`config.mk`:
```
export PLATFORM = sky130hd
export DESIGN_NAME = lsu_am_top
export DESIGN_NICKNAME = d
export VERILOG_FILES = /design/src/lsu_op_pkg.sv /design/src/lsu_bus_pkg.sv /design/src/lsu_issue_path.sv /design/src/lsu_internal_path.sv /design/src/lsu_am_mux.sv /design/src/lsu_am_top.sv
export SDC_FILE = /design/constraint.sdc
export NUM_CORES = 1
export LEC_CHECK = 0
export BUFFER_PORTS_ARGS = -buffer_cell sky130_fd_sc_hd__buf_2
export CELL_PAD_IN_SITES_DETAIL_PLACEMENT = 1
export CELL_PAD_IN_SITES_GLOBAL_PLACEMENT = 1
export CORE_AREA = 8 8 216 218
export CTS_CLUSTER_SIZE = 30
export DETAILED_ROUTE_END_ITERATION = 12
export DIE_AREA = 0 0 224 226
export PLACE_DENSITY = 0.65
export SLEW_MARGIN = 20
export SYNTH_ARGS = -nofsm -noshare
export SYNTH_HDL_FRONTEND = slang
export SYNTH_SLANG_ARGS = --single-unit
```
`constraint.sdc`:
```
create_clock -name clk -period 1.7 [get_ports clk]
set_clock_uncertainty 0.15 [all_clocks]
set_input_delay 0.34 -clock clk [delete_from_list [all_inputs] [get_ports clk]]
set_output_delay 0.34 -clock clk [all_outputs]
set_load 0.01 [all_outputs]
```
`src/lsu_op_pkg.sv`:
```
//######################################
// LSU operation encodings
// Opcodes, classes and request kinds
//######################################

package lsu_op_pkg;

    // Load/store opcodes with loads in the low half
    typedef enum logic [3:0] {
        OP_LB   = 4'h0,
        OP_LH   = 4'h1,
        OP_LW   = 4'h2,
        OP_LBU  = 4'h4,
        OP_LHU  = 4'h5,
        OP_SB   = 4'h8,
        OP_SH   = 4'h9,
        OP_SW   = 4'ha,
        OP_FILL = 4'hf
    } op_e;

    typedef enum logic [1:0] {
        CLASS_LD   = 2'd0,
        CLASS_ST   = 2'd1,
        CLASS_FILL = 2'd2
    } op_class_e;

    // Source of the entry held in the stage register
    typedef enum logic [1:0] {
        KIND_ISSUE  = 2'd0,
        KIND_RETIRE = 2'd1,
        KIND_REPLAY = 2'd2,
        KIND_FILL   = 2'd3
    } req_kind_e;

    function automatic op_class_e op_class(input op_e op);
        case (op)
            OP_LB, OP_LH, OP_LW, OP_LBU, OP_LHU: return CLASS_LD;
            OP_SB, OP_SH, OP_SW:                return CLASS_ST;
            default:                            return CLASS_FILL;
        endcase
    endfunction

endpackage

```
`src/lsu_bus_pkg.sv`:
```
//######################################
// LSU bus definitions
// Widths and structs between LSU blocks
//######################################

package lsu_bus_pkg;

    localparam int DATA_W = 32;
    localparam int ADDR_W = 32;
    localparam int TAG_W  = 5;
    // Cache line width in bits
    localparam int LINE_W = 64;

    // Operation issued by the reservation station
    typedef struct packed {
        logic                valid;
        lsu_op_pkg::op_e     op;
        logic [TAG_W-1:0]    tag;
        logic [ADDR_W-1:0]   imm;
        logic [ADDR_W-1:0]   base;
        logic [DATA_W-1:0]   data;
    } issue_req_t;

    // Line fill from the miss queue
    typedef struct packed {
        logic                en;
        logic [ADDR_W-1:0]   addr;
        logic [LINE_W-1:0]   line;
        logic                dirty;
    } fill_req_t;

    // Store leaving the store queue
    typedef struct packed {
        logic                en;
        lsu_op_pkg::op_e     op;
        logic [TAG_W-1:0]    tag;
        logic [ADDR_W-1:0]   addr;
        logic [DATA_W-1:0]   data;
    } retire_req_t;

    // Load coming back from the load queue
    typedef struct packed {
        logic                en;
        lsu_op_pkg::op_e     op;
        logic [TAG_W-1:0]    tag;
        logic [ADDR_W-1:0]   addr;
    } replay_req_t;

    typedef struct packed {
        logic                  valid;
        lsu_op_pkg::req_kind_e kind;
        lsu_op_pkg::op_e       op;
        logic [TAG_W-1:0]      tag;
        logic [ADDR_W-1:0]     addr;
        logic [DATA_W-1:0]     data;
    } cand_t;

    // Load or store queue allocation
    typedef struct packed {
        logic                lq_en;
        logic                sq_en;
        lsu_op_pkg::op_e     op;
        logic [TAG_W-1:0]    tag;
        logic [ADDR_W-1:0]   addr;
        logic [DATA_W-1:0]   data;
    } alloc_t;

    // Registered entry handed to the next pipeline stage
    typedef struct packed {
        logic                  valid;
        lsu_op_pkg::req_kind_e kind;
        lsu_op_pkg::op_e       op;
        logic [TAG_W-1:0]      tag;
        logic [ADDR_W-1:0]     addr;
        logic [DATA_W-1:0]     data;
    } stage_t;

    typedef struct packed {
        logic                wr_en;
        logic                dirty;
        logic                fill;
        logic [LINE_W-1:0]   line;
    } dc_req_t;

endpackage

```
`src/lsu_issue_path.sv`:
```
//######################################
// LSU issue path
// Address generation and queue allocation
//######################################

module lsu_issue_path (
    input  logic                    clk,
    input  logic                    i_arst_n,
    input  logic                    i_flush,
    input  logic                    i_lq_full,
    input  logic                    i_sq_full,
    input  logic                    i_pending,
    input  lsu_bus_pkg::issue_req_t i_issue,
    output logic                    o_stall,
    output lsu_bus_pkg::cand_t      o_cand,
    output lsu_bus_pkg::alloc_t     o_alloc
);

    lsu_op_pkg::op_class_e          op_cls;
    logic                           is_ld;
    logic                           is_st;
    logic                           lq_blocked;
    logic                           sq_blocked;
    logic                           accept;
    logic [lsu_bus_pkg::ADDR_W-1:0] addr;

    logic                           alloc_lq_en_q;
    logic                           alloc_sq_en_q;
    lsu_op_pkg::op_e                alloc_op_q;
    logic [lsu_bus_pkg::TAG_W-1:0]  alloc_tag_q;
    logic [lsu_bus_pkg::ADDR_W-1:0] alloc_addr_q;
    logic [lsu_bus_pkg::DATA_W-1:0] alloc_data_q;

    assign op_cls = lsu_op_pkg::op_class(i_issue.op);
    assign is_ld  = (op_cls == lsu_op_pkg::CLASS_LD);
    assign is_st  = (op_cls == lsu_op_pkg::CLASS_ST);
    assign addr   = i_issue.base + i_issue.imm;

    // Full queue only matters for the matching class
    assign lq_blocked = i_lq_full & is_ld;
    assign sq_blocked = i_sq_full & is_st;

    // Internal requests always win over issue
    assign o_stall = lq_blocked | sq_blocked | i_pending;
    assign accept  = i_issue.valid & ~o_stall & ~i_flush;

    always_comb begin
        o_cand.valid = i_issue.valid & (is_ld | is_st) & ~lq_blocked & ~sq_blocked & ~i_flush;
        o_cand.kind  = lsu_op_pkg::KIND_ISSUE;
        o_cand.op    = i_issue.op;
        o_cand.tag   = i_issue.tag;
        o_cand.addr  = addr;
        o_cand.data  = i_issue.data;
    end

    always_ff @(posedge clk or negedge i_arst_n) begin
        if (!i_arst_n) begin
            alloc_lq_en_q <= 1'b0;
            alloc_sq_en_q <= 1'b0;
        end else begin
            alloc_lq_en_q <= accept & is_ld;
            alloc_sq_en_q <= accept & is_st;
        end
    end

    always_ff @(posedge clk) begin
        alloc_op_q   <= i_issue.op;
        alloc_tag_q  <= i_issue.tag;
        alloc_addr_q <= addr;
        alloc_data_q <= i_issue.data;
    end

    always_comb begin
        o_alloc.lq_en = alloc_lq_en_q;
        o_alloc.sq_en = alloc_sq_en_q;
        o_alloc.op    = alloc_op_q;
        o_alloc.tag   = alloc_tag_q;
        o_alloc.addr  = alloc_addr_q;
        o_alloc.data  = alloc_data_q;
    end

endmodule

```
`src/lsu_internal_path.sv`:
```
//######################################
// LSU internal request path
// Picks fill, then retire, then replay
//######################################

module lsu_internal_path (
    input  logic                            i_flush,
    input  lsu_bus_pkg::fill_req_t          i_fill,
    input  lsu_bus_pkg::retire_req_t        i_retire,
    input  lsu_bus_pkg::replay_req_t        i_replay,
    output lsu_bus_pkg::cand_t              o_cand,
    output logic [lsu_bus_pkg::LINE_W-1:0]  o_line,
    output logic                            o_dirty,
    output logic                            o_pending,
    output logic                            o_sq_retire_stall,
    output logic                            o_lq_replay_stall
);

    assign o_pending = i_fill.en | i_retire.en | i_replay.en;

    // Retire waits on flush and fills, replay waits on anything above it
    assign o_sq_retire_stall = i_flush | i_fill.en;
    assign o_lq_replay_stall = i_retire.en | i_fill.en;

    // Fill data goes straight to the cache controls
    assign o_line  = i_fill.line;
    assign o_dirty = i_fill.dirty;

    always_comb begin
        o_cand.data = '0;
        if (i_fill.en) begin
            // A fill is never cancelled by flush
            o_cand.valid = 1'b1;
            o_cand.kind  = lsu_op_pkg::KIND_FILL;
            o_cand.op    = lsu_op_pkg::OP_FILL;
            o_cand.tag   = '0;
            o_cand.addr  = i_fill.addr;
        end else if (i_retire.en) begin
            o_cand.valid = ~i_flush;
            o_cand.kind  = lsu_op_pkg::KIND_RETIRE;
            o_cand.op    = i_retire.op;
            o_cand.tag   = i_retire.tag;
            o_cand.addr  = i_retire.addr;
            o_cand.data  = i_retire.data;
        end else if (i_replay.en) begin
            o_cand.valid = ~i_flush;
            o_cand.kind  = lsu_op_pkg::KIND_REPLAY;
            o_cand.op    = i_replay.op;
            o_cand.tag   = i_replay.tag;
            o_cand.addr  = i_replay.addr;
        end else begin
            // When idle the issue kind tells the mux to take the issue side
            o_cand.valid = 1'b0;
            o_cand.kind  = lsu_op_pkg::KIND_ISSUE;
            o_cand.op    = i_replay.op;
            o_cand.tag   = i_replay.tag;
            o_cand.addr  = i_replay.addr;
        end
    end

endmodule

```
`src/lsu_am_mux.sv`:
```
//######################################
// LSU stage mux
// Registers stage entry and cache controls
//######################################

module lsu_am_mux #(
    parameter int LQ_DEPTH = 8,
    parameter int SQ_DEPTH = 8
) (
    input  logic                            clk,
    input  logic                            i_arst_n,
    input  logic                            i_flush,
    input  lsu_bus_pkg::cand_t              i_int_cand,
    input  lsu_bus_pkg::cand_t              i_issue_cand,
    input  logic [lsu_bus_pkg::LINE_W-1:0]  i_line,
    input  logic                            i_dirty,
    input  logic [LQ_DEPTH-1:0]             i_lq_select,
    input  logic [SQ_DEPTH-1:0]             i_sq_select,
    output lsu_bus_pkg::stage_t             o_stage,
    output logic [LQ_DEPTH-1:0]             o_lq_select,
    output logic [SQ_DEPTH-1:0]             o_sq_select,
    output lsu_bus_pkg::dc_req_t            o_dc
);

    lsu_bus_pkg::cand_t             sel_cand;
    logic                           int_sel;
    logic                           fill_sel;
    logic                           retire_sel;

    logic                           stage_valid_q;
    lsu_op_pkg::req_kind_e          stage_kind_q;
    lsu_op_pkg::op_e                stage_op_q;
    logic [lsu_bus_pkg::TAG_W-1:0]  stage_tag_q;
    logic [lsu_bus_pkg::ADDR_W-1:0] stage_addr_q;
    logic [lsu_bus_pkg::DATA_W-1:0] stage_data_q;

    logic                           dc_wr_en_q;
    logic                           dc_fill_q;
    logic                           dc_dirty_q;
    logic [lsu_bus_pkg::LINE_W-1:0] dc_line_q;
    logic [LQ_DEPTH-1:0]            lq_select_q;
    logic [SQ_DEPTH-1:0]            sq_select_q;

    // Any internal request takes the stage even when it is flushed
    assign int_sel  = (i_int_cand.kind != lsu_op_pkg::KIND_ISSUE);
    assign sel_cand = int_sel ? i_int_cand : i_issue_cand;

    assign fill_sel   = (sel_cand.kind == lsu_op_pkg::KIND_FILL);
    assign retire_sel = (sel_cand.kind == lsu_op_pkg::KIND_RETIRE);

    always_ff @(posedge clk or negedge i_arst_n) begin
        if (!i_arst_n) begin
            stage_valid_q <= 1'b0;
            dc_wr_en_q    <= 1'b0;
            dc_fill_q     <= 1'b0;
        end else begin
            stage_valid_q <= sel_cand.valid;
            // Fills write regardless of flush, retires only without it
            dc_wr_en_q    <= fill_sel | (retire_sel & ~i_flush);
            dc_fill_q     <= fill_sel;
        end
    end

    always_ff @(posedge clk) begin
        stage_kind_q <= sel_cand.kind;
        stage_op_q   <= sel_cand.op;
        stage_tag_q  <= sel_cand.tag;
        stage_addr_q <= sel_cand.addr;
        stage_data_q <= sel_cand.data;
        dc_dirty_q   <= fill_sel ? i_dirty : retire_sel;
        dc_line_q    <= i_line;
        lq_select_q  <= i_lq_select;
        sq_select_q  <= i_sq_select;
    end

    always_comb begin
        o_stage.valid = stage_valid_q;
        o_stage.kind  = stage_kind_q;
        o_stage.op    = stage_op_q;
        o_stage.tag   = stage_tag_q;
        o_stage.addr  = stage_addr_q;
        o_stage.data  = stage_data_q;

        o_dc.wr_en    = dc_wr_en_q;
        o_dc.dirty    = dc_dirty_q;
        o_dc.fill     = dc_fill_q;
        o_dc.line     = dc_line_q;
    end

    assign o_lq_select = lq_select_q;
    assign o_sq_select = sq_select_q;

endmodule

```
`src/lsu_am_top.sv`:
```
//######################################
// LSU address generation and mux stage
//######################################

module lsu_am_top #(
    parameter int LQ_DEPTH = 8,
    parameter int SQ_DEPTH = 8
) (
    input  logic                        clk,
    input  logic                        i_arst_n,
    input  logic                        i_flush,
    input  logic                        i_lq_full,
    input  logic                        i_sq_full,
    input  lsu_bus_pkg::issue_req_t     i_issue,
    input  lsu_bus_pkg::fill_req_t      i_fill,
    input  lsu_bus_pkg::retire_req_t    i_retire,
    input  lsu_bus_pkg::replay_req_t    i_replay,
    input  logic [LQ_DEPTH-1:0]         i_lq_select,
    input  logic [SQ_DEPTH-1:0]         i_sq_select,
    output logic                        o_rs_stall,
    output logic                        o_sq_retire_stall,
    output logic                        o_lq_replay_stall,
    output lsu_bus_pkg::stage_t         o_stage,
    output lsu_bus_pkg::alloc_t         o_alloc,
    output lsu_bus_pkg::dc_req_t        o_dc,
    output logic [LQ_DEPTH-1:0]         o_lq_select,
    output logic [SQ_DEPTH-1:0]         o_sq_select
);

    lsu_bus_pkg::cand_t             int_cand;
    lsu_bus_pkg::cand_t             issue_cand;
    logic [lsu_bus_pkg::LINE_W-1:0] fill_line;
    logic                           fill_dirty;
    logic                           pending;

    lsu_internal_path u_internal (
        .i_flush           (i_flush),
        .i_fill            (i_fill),
        .i_retire          (i_retire),
        .i_replay          (i_replay),
        .o_cand            (int_cand),
        .o_line            (fill_line),
        .o_dirty           (fill_dirty),
        .o_pending         (pending),
        .o_sq_retire_stall (o_sq_retire_stall),
        .o_lq_replay_stall (o_lq_replay_stall)
    );

    // Issue side is held off while any internal request is pending
    lsu_issue_path u_issue (
        .clk       (clk),
        .i_arst_n  (i_arst_n),
        .i_flush   (i_flush),
        .i_lq_full (i_lq_full),
        .i_sq_full (i_sq_full),
        .i_pending (pending),
        .i_issue   (i_issue),
        .o_stall   (o_rs_stall),
        .o_cand    (issue_cand),
        .o_alloc   (o_alloc)
    );

    lsu_am_mux #(
        .LQ_DEPTH (LQ_DEPTH),
        .SQ_DEPTH (SQ_DEPTH)
    ) u_mux (
        .clk          (clk),
        .i_arst_n     (i_arst_n),
        .i_flush      (i_flush),
        .i_int_cand   (int_cand),
        .i_issue_cand (issue_cand),
        .i_line       (fill_line),
        .i_dirty      (fill_dirty),
        .i_lq_select  (i_lq_select),
        .i_sq_select  (i_sq_select),
        .o_stage      (o_stage),
        .o_lq_select  (o_lq_select),
        .o_sq_select  (o_sq_select),
        .o_dc         (o_dc)
    );

endmodule

```
==> reports/metrics.cfg <==
[route]
vias = 9520
ant_nets = 0
wl_um = 52600
drc = 0
vias_per_cell = 4.19
drt_iter0_markers = 434
dr.pass1.iters = 4
avgRoutedWirePerCell_um = 23.2

[worst_setup_path]
crit_family = compound AO/OA/AOI/OAI gates
path_buf_inv = 2
path_cells = buf_8, ha_4, fa_2, a21o_1, a221oi_2, buf_4, o31a_4, o211ai_1, o211ai_1, o21ai_1, xor2_1, mux2_4
worstSetupStartpoint = i_issue[64]
crit_path_end_kind = register
startpoint_type = input port
cp.required_ns = 1.98
cpPeakStageDelay_ns = 0.33
crit_fanout = 4
cp.arrival_ns = 2.56
critical_path_class = in2reg
crit_path_frequent_cell = o211ai_1
crit_slowest_cell = fa_2

[floorplan]
start_util_pct = 18.2
num_io_pins = 578
rows = 77
die_x_um = 224
die_y_um = 226
dieArea_mm2 = 0.0506
core_mm2 = 0.0435

[synth]
syn_inst = 723
synth.area.top_cells = dfxtp_1, ha_1, a21oi_1, mux2i_1, a22o_1
synth_cell_types = 60
avgSynthCellArea_um2 = 10.9
synth_edf_count = 0
ys_warn_count = 0
async_flop_share_pct = 2.14
syn_area_mm2 = 0.00791
syn-num-nets = 1096
synthFlopType = dfxtp_1
synth_top_area_share_pct = 57.9
ys_ff_latch = 234
ys_seq_area_share_pct = 59.5
yosysTopAreaCell = dfxtp_1

[grt]
antenna_found_initial = 4
grt_max_degree = 42
grt_pass1_vias = 10900
grt_overflow = 0
track_usage_pct = 19.4
grt_pass1_wl_um = 73500

[cts]
htree_levels = 1
cts_made_buffers = 28
cts_tree = done
clockBufferDepth = 3
root_buffer = clkbuf_16
clk_pin_slew_ns = 0.07
clock-sinks = 234

[place]
placedCellCount = 1996
place_hpwl_um = 38500
place_congestion = 0.905
portBuffers = 577

[timing]
tightest_slew_ns = 0.461
maxSlewViolCount = 0
rsz0062_at_grt = true
finalWorstSetupSlack_ns = -0.577
max_slew_margin_pct = 68.9
hold_violations = 0
final.period_utilization_pct = 134
period_minus_slack_ns = 2.28
fmax_mhz = 439
setup_viol = 48
fin_tns_setup_ns = -12.31

[power]
ir_worst_vdd_uv = 596
p_leak_nw = 8.00
cellPowerDensity_mw_per_mm2 = 984

[outcome]
outcome = finished, violations left
violations = setup timing

[min_path]
hp-start = i_retire[51]
hold_class = in2reg

[cells_and_area]
fin_nets = 2026
syn_to_final_growth_pct = 111
post-route-util_pct = 38.4
final_cells = 2271
layout-drive-gt1-share_pct = 54.2

[flow_run]
drv_cap = 0

==> cell usage in the layout (no fill, tap or decap), drive strengths merged, types with 5 or more instances in the layout <==
| cell type | count |
|---|---|
| xor2 | 12 |
| ha | 31 |
| o21a | 7 |
| mux2i | 30 |
| nand4 | 5 |
| a21o | 13 |
| clkinv | 6 |
| a22o | 32 |
| nor2 | 52 |
| dfxtp | 229 |
| inv | 14 |
| xnor2 | 18 |
| o22ai | 11 |
| dlygate4sd3 | 195 |
| clkbuf | 37 |
| dfrtp | 5 |
| clkinvlp | 5 |
| a21oi | 61 |
| o211ai | 6 |
| nand2 | 56 |
| nand3 | 7 |
| buf | 743 |
| mux2 | 6 |
| o21ai | 47 |
==> metrics by stage <==
step | cell area [um^2] | hold slack, ns | power, mW | setup WS [ns]
floorplan | 8190 | -0.106 | 7.43 | -0.819
global placement | 12800 | 0.0199 | 9.27 | -1.16
detailed placement | 12800 | 0.0218 | 9.32 | -1.22
CTS | 16400 | 0.00483 | 16.4 | -0.539
global route | 16700 | 0.0181 | 17.1 | -0.659
finish | 16700 | 0.0450 | 16.4 | -0.577
==> flip-flops by register name, summed over array words and instances (netlist names), 2 cells and up <==
register and flops:
u_issue.alloc_addr_q 32, u_issue.alloc_data_q 32, u_issue.alloc_op_q 4, u_issue.alloc_tag_q 5
u_mux.dc_line_q 64, u_mux.o_lq_select 8, u_mux.o_sq_select 8, u_mux.stage_addr_q 32
u_mux.stage_data_q 32, u_mux.stage_kind_q 2, u_mux.stage_op_q 4, u_mux.stage_tag_q 5
==> worst min-delay path, cell delays in order <==
cell,delay (ns)
buf_2,0.07
mux2i_1,0.05
nor2_1,0.08
a21oi_1,0.05
o21ai_1,0.11
==> what timing repair did <==
item / CTS / global route
hold buffers: 195 / 0
setup endpoints to repair: 51 / 51
endpoints found under the hold margin: 196 / 0
buffers inserted: 21 / 12
resized for setup: 100 / 42
pin swaps: 61 / 39
gates cloned: 1 / 0
==> path summary, 6_finish.rpt <==
path | to | cells after the start | slack, ns
max in group asynchronous | u_mux.dc_wr_en_q | 2 | 1.15
setup / recovery | u_mux.stage_addr_q[28] | 12 | -0.58
min in group asynchronous | u_issue.alloc_sq_en_q | 2 | 0.10
hold / removal | u_mux.stage_addr_q[19] | 5 | 0.04
==> power by group <==
group	internal [mW]	switching, mW
Combinational	2.05	1.97
Sequential	5.97	0.154
Clock	3.71	2.57
Total	11.7	4.69
==> area by class of cell <==
type	count	area (um^2)
diodes	4	10.0
clock buffers	37	816
clock inverters	15	158
fillers	4924	26800
inverters	12	50.0
multi-input cells	438	3830
flip-flops and latches	234	4710
well taps	592	741
repair buffers	939	6370
==> cells in the mapped netlist, drive strengths merged (2+ instances only) <==
master	instances
o21bai	2
ha	31
or4	2
buf	14
a211oi	3
xnor2	18
a22o	32
dfxtp	229
a2111oi	2
o21a	7
o21ai	47
nand3	7
a221o	3
inv	11
nand2	56
o22ai	11
nand4	5
nand2b	2
or2	2
nor3	2
clkbuf	25
a21o	13
mux2	6
a21oi	61
xor2	12
o211ai	6
a31oi	4
mux2i	30
dfrtp	5
and3	3
nor2	52
==> kinds of logic (layout without fill, tap and decap cells) <==
group                      Yosys count  after routing  synth area share, %
adders and majority gates           32             32                 5.15
and+or+nand+nor                    137            137                 7.45
DFF                                234            234                 59.5
buffers and inverters               51           1003                 2.86
xor gates and xnor gates            30             30                 3.32
muxes                               36             36                 4.65
other                                0              4                    0
AOI/OAI and AO/OA                  203            203                 17.0
==> layer usage <==
layer,track usage (%),up-vias,part of all wire [%]
met4,12.4,2,6.8
met2,34.6,449,50
met5,0,-,0.013
li1,-,4410,-
met1,20.4,4539,36
met3,4.62,120,6.8
No activity file was read; power rests on OpenSTA's default activity.
